--- src/alu_pkg.sv ---
// --------------------
// Shared widths, operand types and the operator encoding of the
// 64-bit integer ALU
// --------------------
package alu_pkg;

    // Datapath and word widths
    localparam int XLEN   = 64;
    localparam int WORD_W = 32;

    // Shift amount widths, full and word
    localparam int SHAMT_W      = 6;
    localparam int SHAMT_W_WORD = 5;

    // Operator code width
    localparam int OP_W = 5;

    typedef logic [XLEN-1:0]   xlen_t;
    typedef logic [WORD_W-1:0] word_t;

    // Operator codes, golden vectors use these in hex
    typedef enum logic [OP_W-1:0] {
        ADD  = 5'd0,
        SUB  = 5'd1,
        ADDW = 5'd2,
        SUBW = 5'd3,
        XORL = 5'd4,
        ORL  = 5'd5,
        ANDL = 5'd6,
        SRA  = 5'd7,
        SRL  = 5'd8,
        SLL  = 5'd9,
        SRAW = 5'd10,
        SRLW = 5'd11,
        SLLW = 5'd12,
        SLTS = 5'd13,
        SLTU = 5'd14,
        // Branch-only operators
        EQ   = 5'd15,
        NE   = 5'd16,
        LTS  = 5'd17,
        LTU  = 5'd18,
        GES  = 5'd19,
        GEU  = 5'd20
    } alu_op_e;

endpackage

--- src/alu_adder.sv ---
// --------------------
// ALU adder with subtract decode and zero flag
// --------------------
`timescale 1ns/1ps

module alu_adder (
    input  alu_pkg::alu_op_e operator_i,
    input  alu_pkg::xlen_t   operand_a_i,
    input  alu_pkg::xlen_t   operand_b_i,
    output alu_pkg::xlen_t   adder_result_o,
    output logic             adder_zero_o
);

    import alu_pkg::*;

    logic          negate_b;
    logic [XLEN:0] adder_in_a;
    logic [XLEN:0] adder_in_b;
    logic [XLEN:0] adder_sum_ext;

    // Operators that need a - b
    always_comb begin
        negate_b = 1'b0;
        case (operator_i)
            SUB, SUBW, EQ, NE: negate_b = 1'b1;
            default:           negate_b = 1'b0;
        endcase
    end

    // --------------------
    // Extended add
    // --------------------

    // Extra LSB on both sides turns the inverted b into a two's complement
    // negate: 1 + 1 carries into bit 1 only when b is inverted
    assign adder_in_a = {operand_a_i, 1'b1};
    assign adder_in_b = {operand_b_i, 1'b0} ^ {(XLEN + 1){negate_b}};

    // Carry out of bit XLEN is dropped, sum wraps
    assign adder_sum_ext = adder_in_a + adder_in_b;

    assign adder_result_o = adder_sum_ext[XLEN:1];

    // Used for EQ and NE
    assign adder_zero_o = ~|adder_result_o;

endmodule

--- src/alu_shifter.sv ---
// --------------------
// Full-width and word shifter, left shifts done by bit reversal
// --------------------
`timescale 1ns/1ps

module alu_shifter (
    input  logic             clk_i,
    input  logic             rst_i,
    input  alu_pkg::alu_op_e operator_i,
    input  alu_pkg::xlen_t   operand_a_i,
    input  alu_pkg::xlen_t   operand_b_i,
    output alu_pkg::xlen_t   shift_result_o,
    output alu_pkg::word_t   shift_result_word_o
);

    import alu_pkg::*;

    logic                    shift_left;
    logic                    shift_arith;
    logic                    full_op;
    logic                    word_op;
    logic [SHAMT_W-1:0]      shamt;
    logic [SHAMT_W_WORD-1:0] shamt_word;
    xlen_t                   operand_a_rev;
    word_t                   operand_a_rev_word;
    xlen_t                   shift_in;
    word_t                   shift_in_word;
    logic [XLEN:0]           shift_right;
    logic [WORD_W:0]         shift_right_word;
    xlen_t                   shift_right_rev;
    word_t                   shift_right_rev_word;

    assign shift_left  = (operator_i == SLL) || (operator_i == SLLW);
    assign shift_arith = (operator_i == SRA) || (operator_i == SRAW);
    assign full_op     = operator_i inside {SLL, SRL, SRA};
    assign word_op     = operator_i inside {SLLW, SRLW, SRAW};

    // Upper bits of operand b are ignored
    assign shamt      = operand_b_i[SHAMT_W-1:0];
    assign shamt_word = operand_b_i[SHAMT_W_WORD-1:0];

    // --------------------
    // Bit reversal
    // --------------------
    for (genvar i = 0; i < XLEN; i++) begin : g_rev_full
        assign operand_a_rev[i]   = operand_a_i[XLEN-1-i];
        assign shift_right_rev[i] = shift_right[XLEN-1-i];
    end

    for (genvar i = 0; i < WORD_W; i++) begin : g_rev_word
        assign operand_a_rev_word[i]   = operand_a_i[WORD_W-1-i];
        assign shift_right_rev_word[i] = shift_right_word[WORD_W-1-i];
    end

    assign shift_in      = shift_left ? operand_a_rev : operand_a_i;
    assign shift_in_word = shift_left ? operand_a_rev_word : operand_a_i[WORD_W-1:0];

    // One right shifter each, sign bit only fed in for arithmetic shifts
    assign shift_right      = $unsigned($signed({shift_arith & shift_in[XLEN-1], shift_in})
                                        >>> shamt);
    assign shift_right_word = $unsigned($signed({shift_arith & shift_in_word[WORD_W-1],
                                                 shift_in_word}) >>> shamt_word);

    assign shift_result_o      = shift_left ? shift_right_rev : shift_right[XLEN-1:0];
    assign shift_result_word_o = shift_left ? shift_right_rev_word
                                            : shift_right_word[WORD_W-1:0];

    // Zero amount passes operand a straight through, both widths
    a_shift_zero : assert property (@(posedge clk_i) disable iff (rst_i)
        (full_op && shamt == '0) || (word_op && shamt_word == '0) |->
        (full_op ? shift_result_o == operand_a_i
                 : shift_result_word_o == operand_a_i[WORD_W-1:0]));

endmodule

--- src/alu_compare.sv ---
// --------------------
// Less-than compare and branch resolution
// --------------------
`timescale 1ns/1ps

module alu_compare (
    input  logic             clk_i,
    input  logic             rst_i,
    input  alu_pkg::alu_op_e operator_i,
    input  alu_pkg::xlen_t   operand_a_i,
    input  alu_pkg::xlen_t   operand_b_i,
    input  logic             adder_zero_i,
    output logic             less_o,
    output logic             branch_res_o
);

    import alu_pkg::*;

    logic          sign_ext;
    logic [XLEN:0] cmp_a;
    logic [XLEN:0] cmp_b;

    // Signed forms extend with the sign bit, others with zero
    assign sign_ext = operator_i inside {SLTS, LTS, GES};

    assign cmp_a = {sign_ext & operand_a_i[XLEN-1], operand_a_i};
    assign cmp_b = {sign_ext & operand_b_i[XLEN-1], operand_b_i};

    // One signed compare covers both cases
    assign less_o = $signed(cmp_a) < $signed(cmp_b);

    // --------------------
    // Branch outcome
    // --------------------
    always_comb begin
        case (operator_i)
            EQ:       branch_res_o = adder_zero_i;
            NE:       branch_res_o = ~adder_zero_i;
            LTS, LTU: branch_res_o = less_o;
            GES, GEU: branch_res_o = ~less_o;
            default:  branch_res_o = 1'b1;
        endcase
    end

    // EQ and NE outcome from the adder zero flag matches a direct compare
    a_branch_eq : assert property (@(posedge clk_i) disable iff (rst_i)
        (operator_i inside {EQ, NE}) |->
        (branch_res_o == ((operand_a_i == operand_b_i) ^ (operator_i == NE))));

endmodule

--- src/alu_result_mux.sv ---
// --------------------
// Logic ops, word sign extension and final result select
// --------------------
`timescale 1ns/1ps

module alu_result_mux (
    input  logic             clk_i,
    input  logic             rst_i,
    input  alu_pkg::alu_op_e operator_i,
    input  alu_pkg::xlen_t   operand_a_i,
    input  alu_pkg::xlen_t   operand_b_i,
    input  alu_pkg::xlen_t   adder_result_i,
    input  alu_pkg::xlen_t   shift_result_i,
    input  alu_pkg::word_t   shift_result_word_i,
    input  logic             less_i,
    output alu_pkg::xlen_t   result_o
);

    import alu_pkg::*;

    xlen_t adder_word_ext;
    xlen_t shift_word_ext;
    xlen_t slt_result;
    logic  slt_op;

    // Word results take their sign from bit 31
    assign adder_word_ext = {{(XLEN - WORD_W){adder_result_i[WORD_W-1]}},
                             adder_result_i[WORD_W-1:0]};
    assign shift_word_ext = {{(XLEN - WORD_W){shift_result_word_i[WORD_W-1]}},
                             shift_result_word_i};

    assign slt_result = {{(XLEN - 1){1'b0}}, less_i};
    assign slt_op     = (operator_i == SLTS) || (operator_i == SLTU);

    // --------------------
    // Result select
    // --------------------
    always_comb begin
        result_o = '0;
        case (operator_i)
            ANDL:             result_o = operand_a_i & operand_b_i;
            ORL:              result_o = operand_a_i | operand_b_i;
            XORL:             result_o = operand_a_i ^ operand_b_i;
            ADD, SUB:         result_o = adder_result_i;
            ADDW, SUBW:       result_o = adder_word_ext;
            SLL, SRL, SRA:    result_o = shift_result_i;
            SLLW, SRLW, SRAW: result_o = shift_word_ext;
            SLTS, SLTU:       result_o = slt_result;
            // Branch-only operators give zero
            default:          result_o = '0;
        endcase
    end

    // Compare result lands in bit 0 only and agrees with a direct compare
    a_slt_result : assert property (@(posedge clk_i) disable iff (rst_i)
        slt_op |-> (result_o[XLEN-1:1] == '0) &&
                   (result_o[0] == ((operator_i == SLTS)
                                    ? ($signed(operand_a_i) < $signed(operand_b_i))
                                    : (operand_a_i < operand_b_i))));

endmodule

--- src/alu.sv ---
// --------------------
// 64-bit integer ALU top, combinational datapath
// --------------------
`timescale 1ns/1ps

module alu (
    input  logic             clk_i,
    input  logic             rst_i,
    input  alu_pkg::alu_op_e operator_i,
    input  alu_pkg::xlen_t   operand_a_i,
    input  alu_pkg::xlen_t   operand_b_i,
    output alu_pkg::xlen_t   result_o,
    output logic             branch_res_o
);

    import alu_pkg::*;

    xlen_t adder_result;
    logic  adder_zero;
    xlen_t shift_result;
    word_t shift_result_word;
    logic  less;

    alu_adder i_alu_adder (
        .operator_i     (operator_i),
        .operand_a_i    (operand_a_i),
        .operand_b_i    (operand_b_i),
        .adder_result_o (adder_result),
        .adder_zero_o   (adder_zero)
    );

    alu_shifter i_alu_shifter (
        .clk_i               (clk_i),
        .rst_i               (rst_i),
        .operator_i          (operator_i),
        .operand_a_i         (operand_a_i),
        .operand_b_i         (operand_b_i),
        .shift_result_o      (shift_result),
        .shift_result_word_o (shift_result_word)
    );

    // Zero flag from the adder feeds EQ/NE
    alu_compare i_alu_compare (
        .clk_i        (clk_i),
        .rst_i        (rst_i),
        .operator_i   (operator_i),
        .operand_a_i  (operand_a_i),
        .operand_b_i  (operand_b_i),
        .adder_zero_i (adder_zero),
        .less_o       (less),
        .branch_res_o (branch_res_o)
    );

    alu_result_mux i_alu_result_mux (
        .clk_i               (clk_i),
        .rst_i               (rst_i),
        .operator_i          (operator_i),
        .operand_a_i         (operand_a_i),
        .operand_b_i         (operand_b_i),
        .adder_result_i      (adder_result),
        .shift_result_i      (shift_result),
        .shift_result_word_i (shift_result_word),
        .less_i              (less),
        .result_o            (result_o)
    );

endmodule

--- config.mk ---
export PLATFORM = sky130hd
export DESIGN_NAME = alu
export DESIGN_NICKNAME = d
export VERILOG_FILES = /design/src/alu_pkg.sv /design/src/alu_adder.sv /design/src/alu_shifter.sv /design/src/alu_compare.sv /design/src/alu_result_mux.sv /design/src/alu.sv
export SDC_FILE = /design/constraint.sdc
export NUM_CORES = 1
export LEC_CHECK = 0
export BUFFER_PORTS_ARGS = -buffer_cell sky130_fd_sc_hd__buf_2
export CORE_MARGIN = 4
export CORE_UTILIZATION = 55
export DETAILED_ROUTE_END_ITERATION = 10
export PLACE_DENSITY = 0.82
export SKIP_LAST_GASP = 1
export SYNTH_ARGS = -nofsm -noshare
export SYNTH_HDL_FRONTEND = slang
export SYNTH_SLANG_ARGS = --single-unit
--- constraint.sdc ---
create_clock -name vclk -period 11.15
set_input_delay 2.23 -clock vclk [all_inputs]
set_output_delay 2.23 -clock vclk [all_outputs]
set_load 0.05 [all_outputs]
# Yosys cells after proc, flatten, opt, wreduce, memory -nomap -nowiden
# Index checks and enable logic that the tools add are counted.
[totals]
reg_bits = 0
output_inout_bits = 65
word_cells = 54
[op_classes]
addsub = 1
order_cmp = 1
eq_ne = 20
shifts = 2
muxes = 7
bitwise = 9
reduce_logical = 14
[op_table]
columns = ["cell", "n"]
rows = [
  ["$pmux 64 s8", 1],
  ["$mux 64", 2],
  ["$add 65x65->65", 1],
  ["$lt 65x65->1", 1],
  ["$sshr 65x6->64", 1],
  ["$xor 65x65->65", 1],
  ["$and 64x64->64", 1],
  ["$mux 32", 2],
  ["$or 64x64->64", 1],
  ["$reduce_or 64->1", 1],
  ["$xor 64x64->64", 1],
  ["$eq 5x4->1 const B", 8],
  ["$sshr 33x5->32", 1],
  ["$eq 5x5->1 const B", 5],
  ["$eq 5x3->1 const B", 4],
  ["$eq 5x2->1 const B", 2],
  ["$reduce_or 2->1", 5],
  ["$reduce_or 3->1", 2],
  ["$eq 5x1->1 const B", 1],
  ["$logic_not 5->1", 1],
  ["$and 1x1->1", 4],
  ["$pmux 1 s4", 1],
  ["$reduce_or 4->1", 1],
  ["$reduce_bool 3->1", 1],
  ["4 further kinds", 5],
]

# Longest topological paths before layout
[logic_depth]
ltp_word = 8
mapped_depth = 20
mapped_depth_nobuf = 17

# By module
# A second synthesis with hierarchy kept.
[unflattened]
cells_unflattened = 2998
hier_area_um2 = 20902.5
[by_module_without_submodules]
columns = ["mod", "instances", "cells_per_inst", "area_per_inst_um2"]
rows = [
  ["alu_shifter", 1, 1359, 9280.2],
  ["alu_adder", 1, 769, 5315.1],
  ["alu_result_mux", 1, 610, 4486.8],
  ["alu_compare", 1, 260, 1820.5],
]

# Worst setup path after synthesis
# Ideal clock, no wire load.
[synth_timing]
path_type = "input -> output"
start = "in operand_b_i[1]"
end = "out branch_res_o"
arrival_time_ps = 7684
slack_ps = 1236
stages = 19
cell_sequence = "clkbuf_1 inv_2 buf_1 buf_1 buf_1 xnor2_1 ha_1 nand2_1 or2_2 a2111oi_2 nor2_1 o31ai_1 xor2_1 or4_1 nor4_1 nand4b_1 or4_1 or2_0 a311o_1"
[synth_via]
elab_chain_len = 5
elab_cells_between_ends = 7
[synth_rtl]
columns = ["element", "line", "rtl"]
rows = [
  ["start, declared", "alu.sv:11", "input alu_pkg::xlen_t operand_b_i,"],
  ["$xor 65x65->65", "alu_adder.sv:37", "assign adder_in_b = {operand_b_i, 1'b0} ^ {(XLEN + 1){negate_b}};"],
  ["$add 65x65->65", "alu_adder.sv:40", "assign adder_sum_ext = adder_in_a + adder_in_b;"],
  ["$reduce_or 64->1", "alu_adder.sv:45", "assign adder_zero_o = ~|adder_result_o;"],
  ["$logic_not 1->1", "alu_adder.sv:45", ""],
  ["$pmux 1 s4 (*)", "alu_compare.sv:36", "case (operator_i)"],
  ["end, declared", "alu.sv:13", "output logic branch_res_o"],
]
# Every way passes the cells marked *; elsewhere a longest branch is shown, timed or not.

# Worst setup path after layout
[layout_timing]
start = "in operator_i[3]"
end = "out branch_res_o"
[layout_via]
elab_chain_len = 8
elab_cells_between_ends = 23
[layout_rtl]
columns = ["element", "line", "rtl"]
rows = [
  ["start, declared", "alu.sv:9", "input alu_pkg::alu_op_e operator_i,"],
  ["$eq 5x1->1, or another cell as far along", "alu_adder.sv:24", "case (operator_i)"],
  ["$reduce_or 4->1", "alu_adder.sv:24", ""],
  ["$mux 1", "alu_adder.sv:24", ""],
  ["$xor 65x65->65", "alu_adder.sv:37", ""],
  ["$add 65x65->65", "alu_adder.sv:40", ""],
  ["$reduce_or 64->1", "alu_adder.sv:45", ""],
  ["$logic_not 1->1", "alu_adder.sv:45", ""],
  ["$pmux 1 s4 (*)", "alu_compare.sv:36", ""],
]
# Marks and branches as above.

==> flow_summary.toml <==
[cells_and_area]
nFlopsAndLatches = 0
layout-drive-gt1-share_pct = 16.0
nets = 3165
syn2layout_area_growth_pct = 6.82
regArea_um2 = 0
n_clock_buffer = 0

[timing]
hold_violations = 0
grt_setup_unrepaired = "false"
slew_violations = 0
finalCriticalPeriod_ns = 10.78
setup_violations = 0
fin_setup_tns_ns = 0
fmax_mhz = 92.8
worstMarginPinSlew_ns = 1.01
period_share_pct = 96.7
whs_ns = 5.18
relSlewSlack_pct = 32.6

[synthesis]
synth.avg_cell_area_um2 = 7.17
synth_top_area_share_pct = 16.6
synth.largest_area_cell = "ha_1"
yosysSeqAreaShare_pct = 0
synth_area_mm2 = 0.0195
synth_nets = 3110
synth_area_leaders = "ha_1 17%, mux2i_1 13%, mux4_2 12%"
ys_warn_count = 0
yosysUniqueCellTypes = 87
postSynthCellCount = 2716

[power]
power_density_mw_per_mm2 = 70.5
p_leak_nw = 9.71
vdd_ir_drop_max_v = 0.0000657

[worst_setup_path]
start_kind = "input pin"
worst_setup_path_end_kind = "primary output"
cp_max_fo = 28
setup.worst_path.class = "input pin to primary output"
required_ns = 8.92
arrival_ns = 8.55

[global_route]
gr-total-overflow = 0
grt_util_met1_pct = 62.2
antenna_found_initial = 5
grt_pass1_vias = 21691
grt_pass1_wl_mm = 138
busiest_layer = "met2"
grt_usage_pct = 46.6
grt_use_met3_pct = 11.7
grt_start_max_net_pins = 67
gr-usage-met2_pct = 69.3

[place]
hpwl_mm = 75.6
gp_congestion = 1.08
numPortBuffers = 198

[drt]
via_per_inst = 7.21
drtIter0Drc = 3726
wire_per_inst_um = 29.5
drtAntennaViolNets = 0
finalWirelength_mm = 95.2
drc = 0
firstDrtPassIters = 10
num_vias = 23263

[hold_path]
hold-path-endpoint = "result_o[10]"
min_delay_path_depth = 5
min_from = "operand_b_i[10]"
hp-class = "input pin to primary output"

[floorplanning]
num_rows = 68
design.core.area_mm2 = 0.0347
ios = 200
dieArea_mm2 = 0.0385
die_y_um = 196
die_w_um = 196
initial_core_util_pct = 56.1

[status]
status = "finished clean"

[clock_tree]
postCtsHoldBufs = 0

[run]
max_cap_violations = 0
-- final cells by class --
cell class	count	area, um^2
repair buffers	262	1500
fillers	3288	13900
inverters	196	742
diodes	3	7.51
well taps	455	569
multi-input cells	2311	18000
-- critical path, cell delays in order --
cell and delay (ns):
buf_2 0.18, and3_1 0.22, o21ai_2 0.36, nand2_4 0.30
buf_6 0.32, xnor2_1 0.17, ha_1 0.41, a21oi_1 0.34
o21ai_0 0.23, a31oi_1 0.47, o22ai_1 0.22, or2_2 0.34
a2111oi_0 0.39, nor3_1 0.13, a2111oi_1 0.58, nand4_1 0.19
or4_1 0.52, or2_0 0.26, a311o_1 0.40, buf_2 0.23
-- synthesized netlist by cell type (all sizes together) (14+ instances only) --
cell type	number
nor2	232
inv	196
nand4	38
a21o	34
o21bai	22
nand2b	14
mux2i	247
buf	70
ha	259
mux4	107
xnor2	86
nand2	272
o31ai	22
o21a	19
and3	16
a21oi	212
clkbuf	139
o22ai	25
o21ai	236
a211oi	37
xor2	30
nor3	42
o211ai	46
nand3	48
or3	20
nor4	16
a221o	14
mux2	26
-- where the power goes --
group | internal [mW] | switching [mW] | leakage (nW)
clock network | 0.0000000361 | 0 | 0.0000190
registers | 0 | 0 | 0
logic | 0.485 | 0.982 | 9.71
-- per-stage QoR --
step | setup slack (ns) | instances | utilization, % | cell area (um^2) | power (mW)
after global routing | 0.121 | 3227 | 59.9 | 20800 | 1.54
after CTS | 0.398 | 3224 | 59.9 | 20800 | 1.40
after global placement | 0.486 | 3224 | 59.9 | 20800 | 1.38
final | 0.369 | 3227 | 59.9 | 20800 | 1.47
after floorplan | 1.24 | 2716 | - | 19500 | 0.950
after detailed placement | 0.413 | 3224 | 59.9 | 20800 | 1.40
-- placed cells by master (no fill, tap or decap), types with 9 or more instances in the layout --
cell       synthesis  layout
nand3_1           48      48
o2111ai_1         13      13
nor4_1            16      16
mux4_2           107     107
a31oi_1           12      11
o211ai_1          46      46
xor2_1            30      30
a21o_1            34      34
o22ai_1           25      25
nand2_1          272     271
nand4_1           38      38
and3_1            16      16
inv_1            192     191
a211oi_1          37      37
o21bai_1          22      22
xnor2_1           86      86
nand2b_1          14      14
buf_4              1      62
nor2_1           231     229
nor2b_1           13      12
o21a_1            19      19
mux2_2            26      26
ha_1             259     259
o31ai_1           21      21
nor3_1            42      40
buf_2             19     197
a221o_1           14      14
o21ai_0          232     232
a32oi_1            9       9
a21oi_1          211     210
mux2i_1          247     247
or3_1             20      18
or2_2             11      11
-- repair_timing --
action,4_1_cts,5_1_grt
gates resized for setup,0,2
setup buffers,0,0
endpoints found under the setup margin,0,1
-- cell families (layout without fill, tap and decap cells) --
| kind of cell | count (synthesis) | in the layout | share of synthesized area [%] |
|---|---|---|---|
| multiplexers | 380 | 380 | 26.6 |
| adder cells (fa/ha/maj) | 259 | 259 | 16.6 |
| other | 0 | 3 | 0 |
| buffers and inverters | 405 | 458 | 7.98 |
| AO/OA/AOI/OAI | 793 | 793 | 25.8 |
| XOR/XNOR | 116 | 116 | 5.22 |
| AND/OR/NAND/NOR | 763 | 763 | 17.8 |
-- worst max-delay path by stage --
| stage | slack (ns) | endpoint | startpoint |
|---|---|---|---|
| after floorplan | 1.24 | branch_res_o | operand_b_i[1] |
| after CTS | 0.40 | branch_res_o | operator_i[3] |
| after global routing | 0.12 | branch_res_o | operator_i[3] |
| after global placement | 0.49 | branch_res_o | operator_i[3] |
| final | 0.37 | branch_res_o | operator_i[3] |
| after detailed placement | 0.41 | branch_res_o | operator_i[3] |
-- per-layer routing --
metal | routed length [um] | vias to the layer above
li1 | - | 10106
met1 | 34900 | 10912
met2 | 39400 | 1914
met3 | 14200 | 329
met4 | 6650 | 2
met5 | 13 | -
Power figures use the tool's default switching activity.
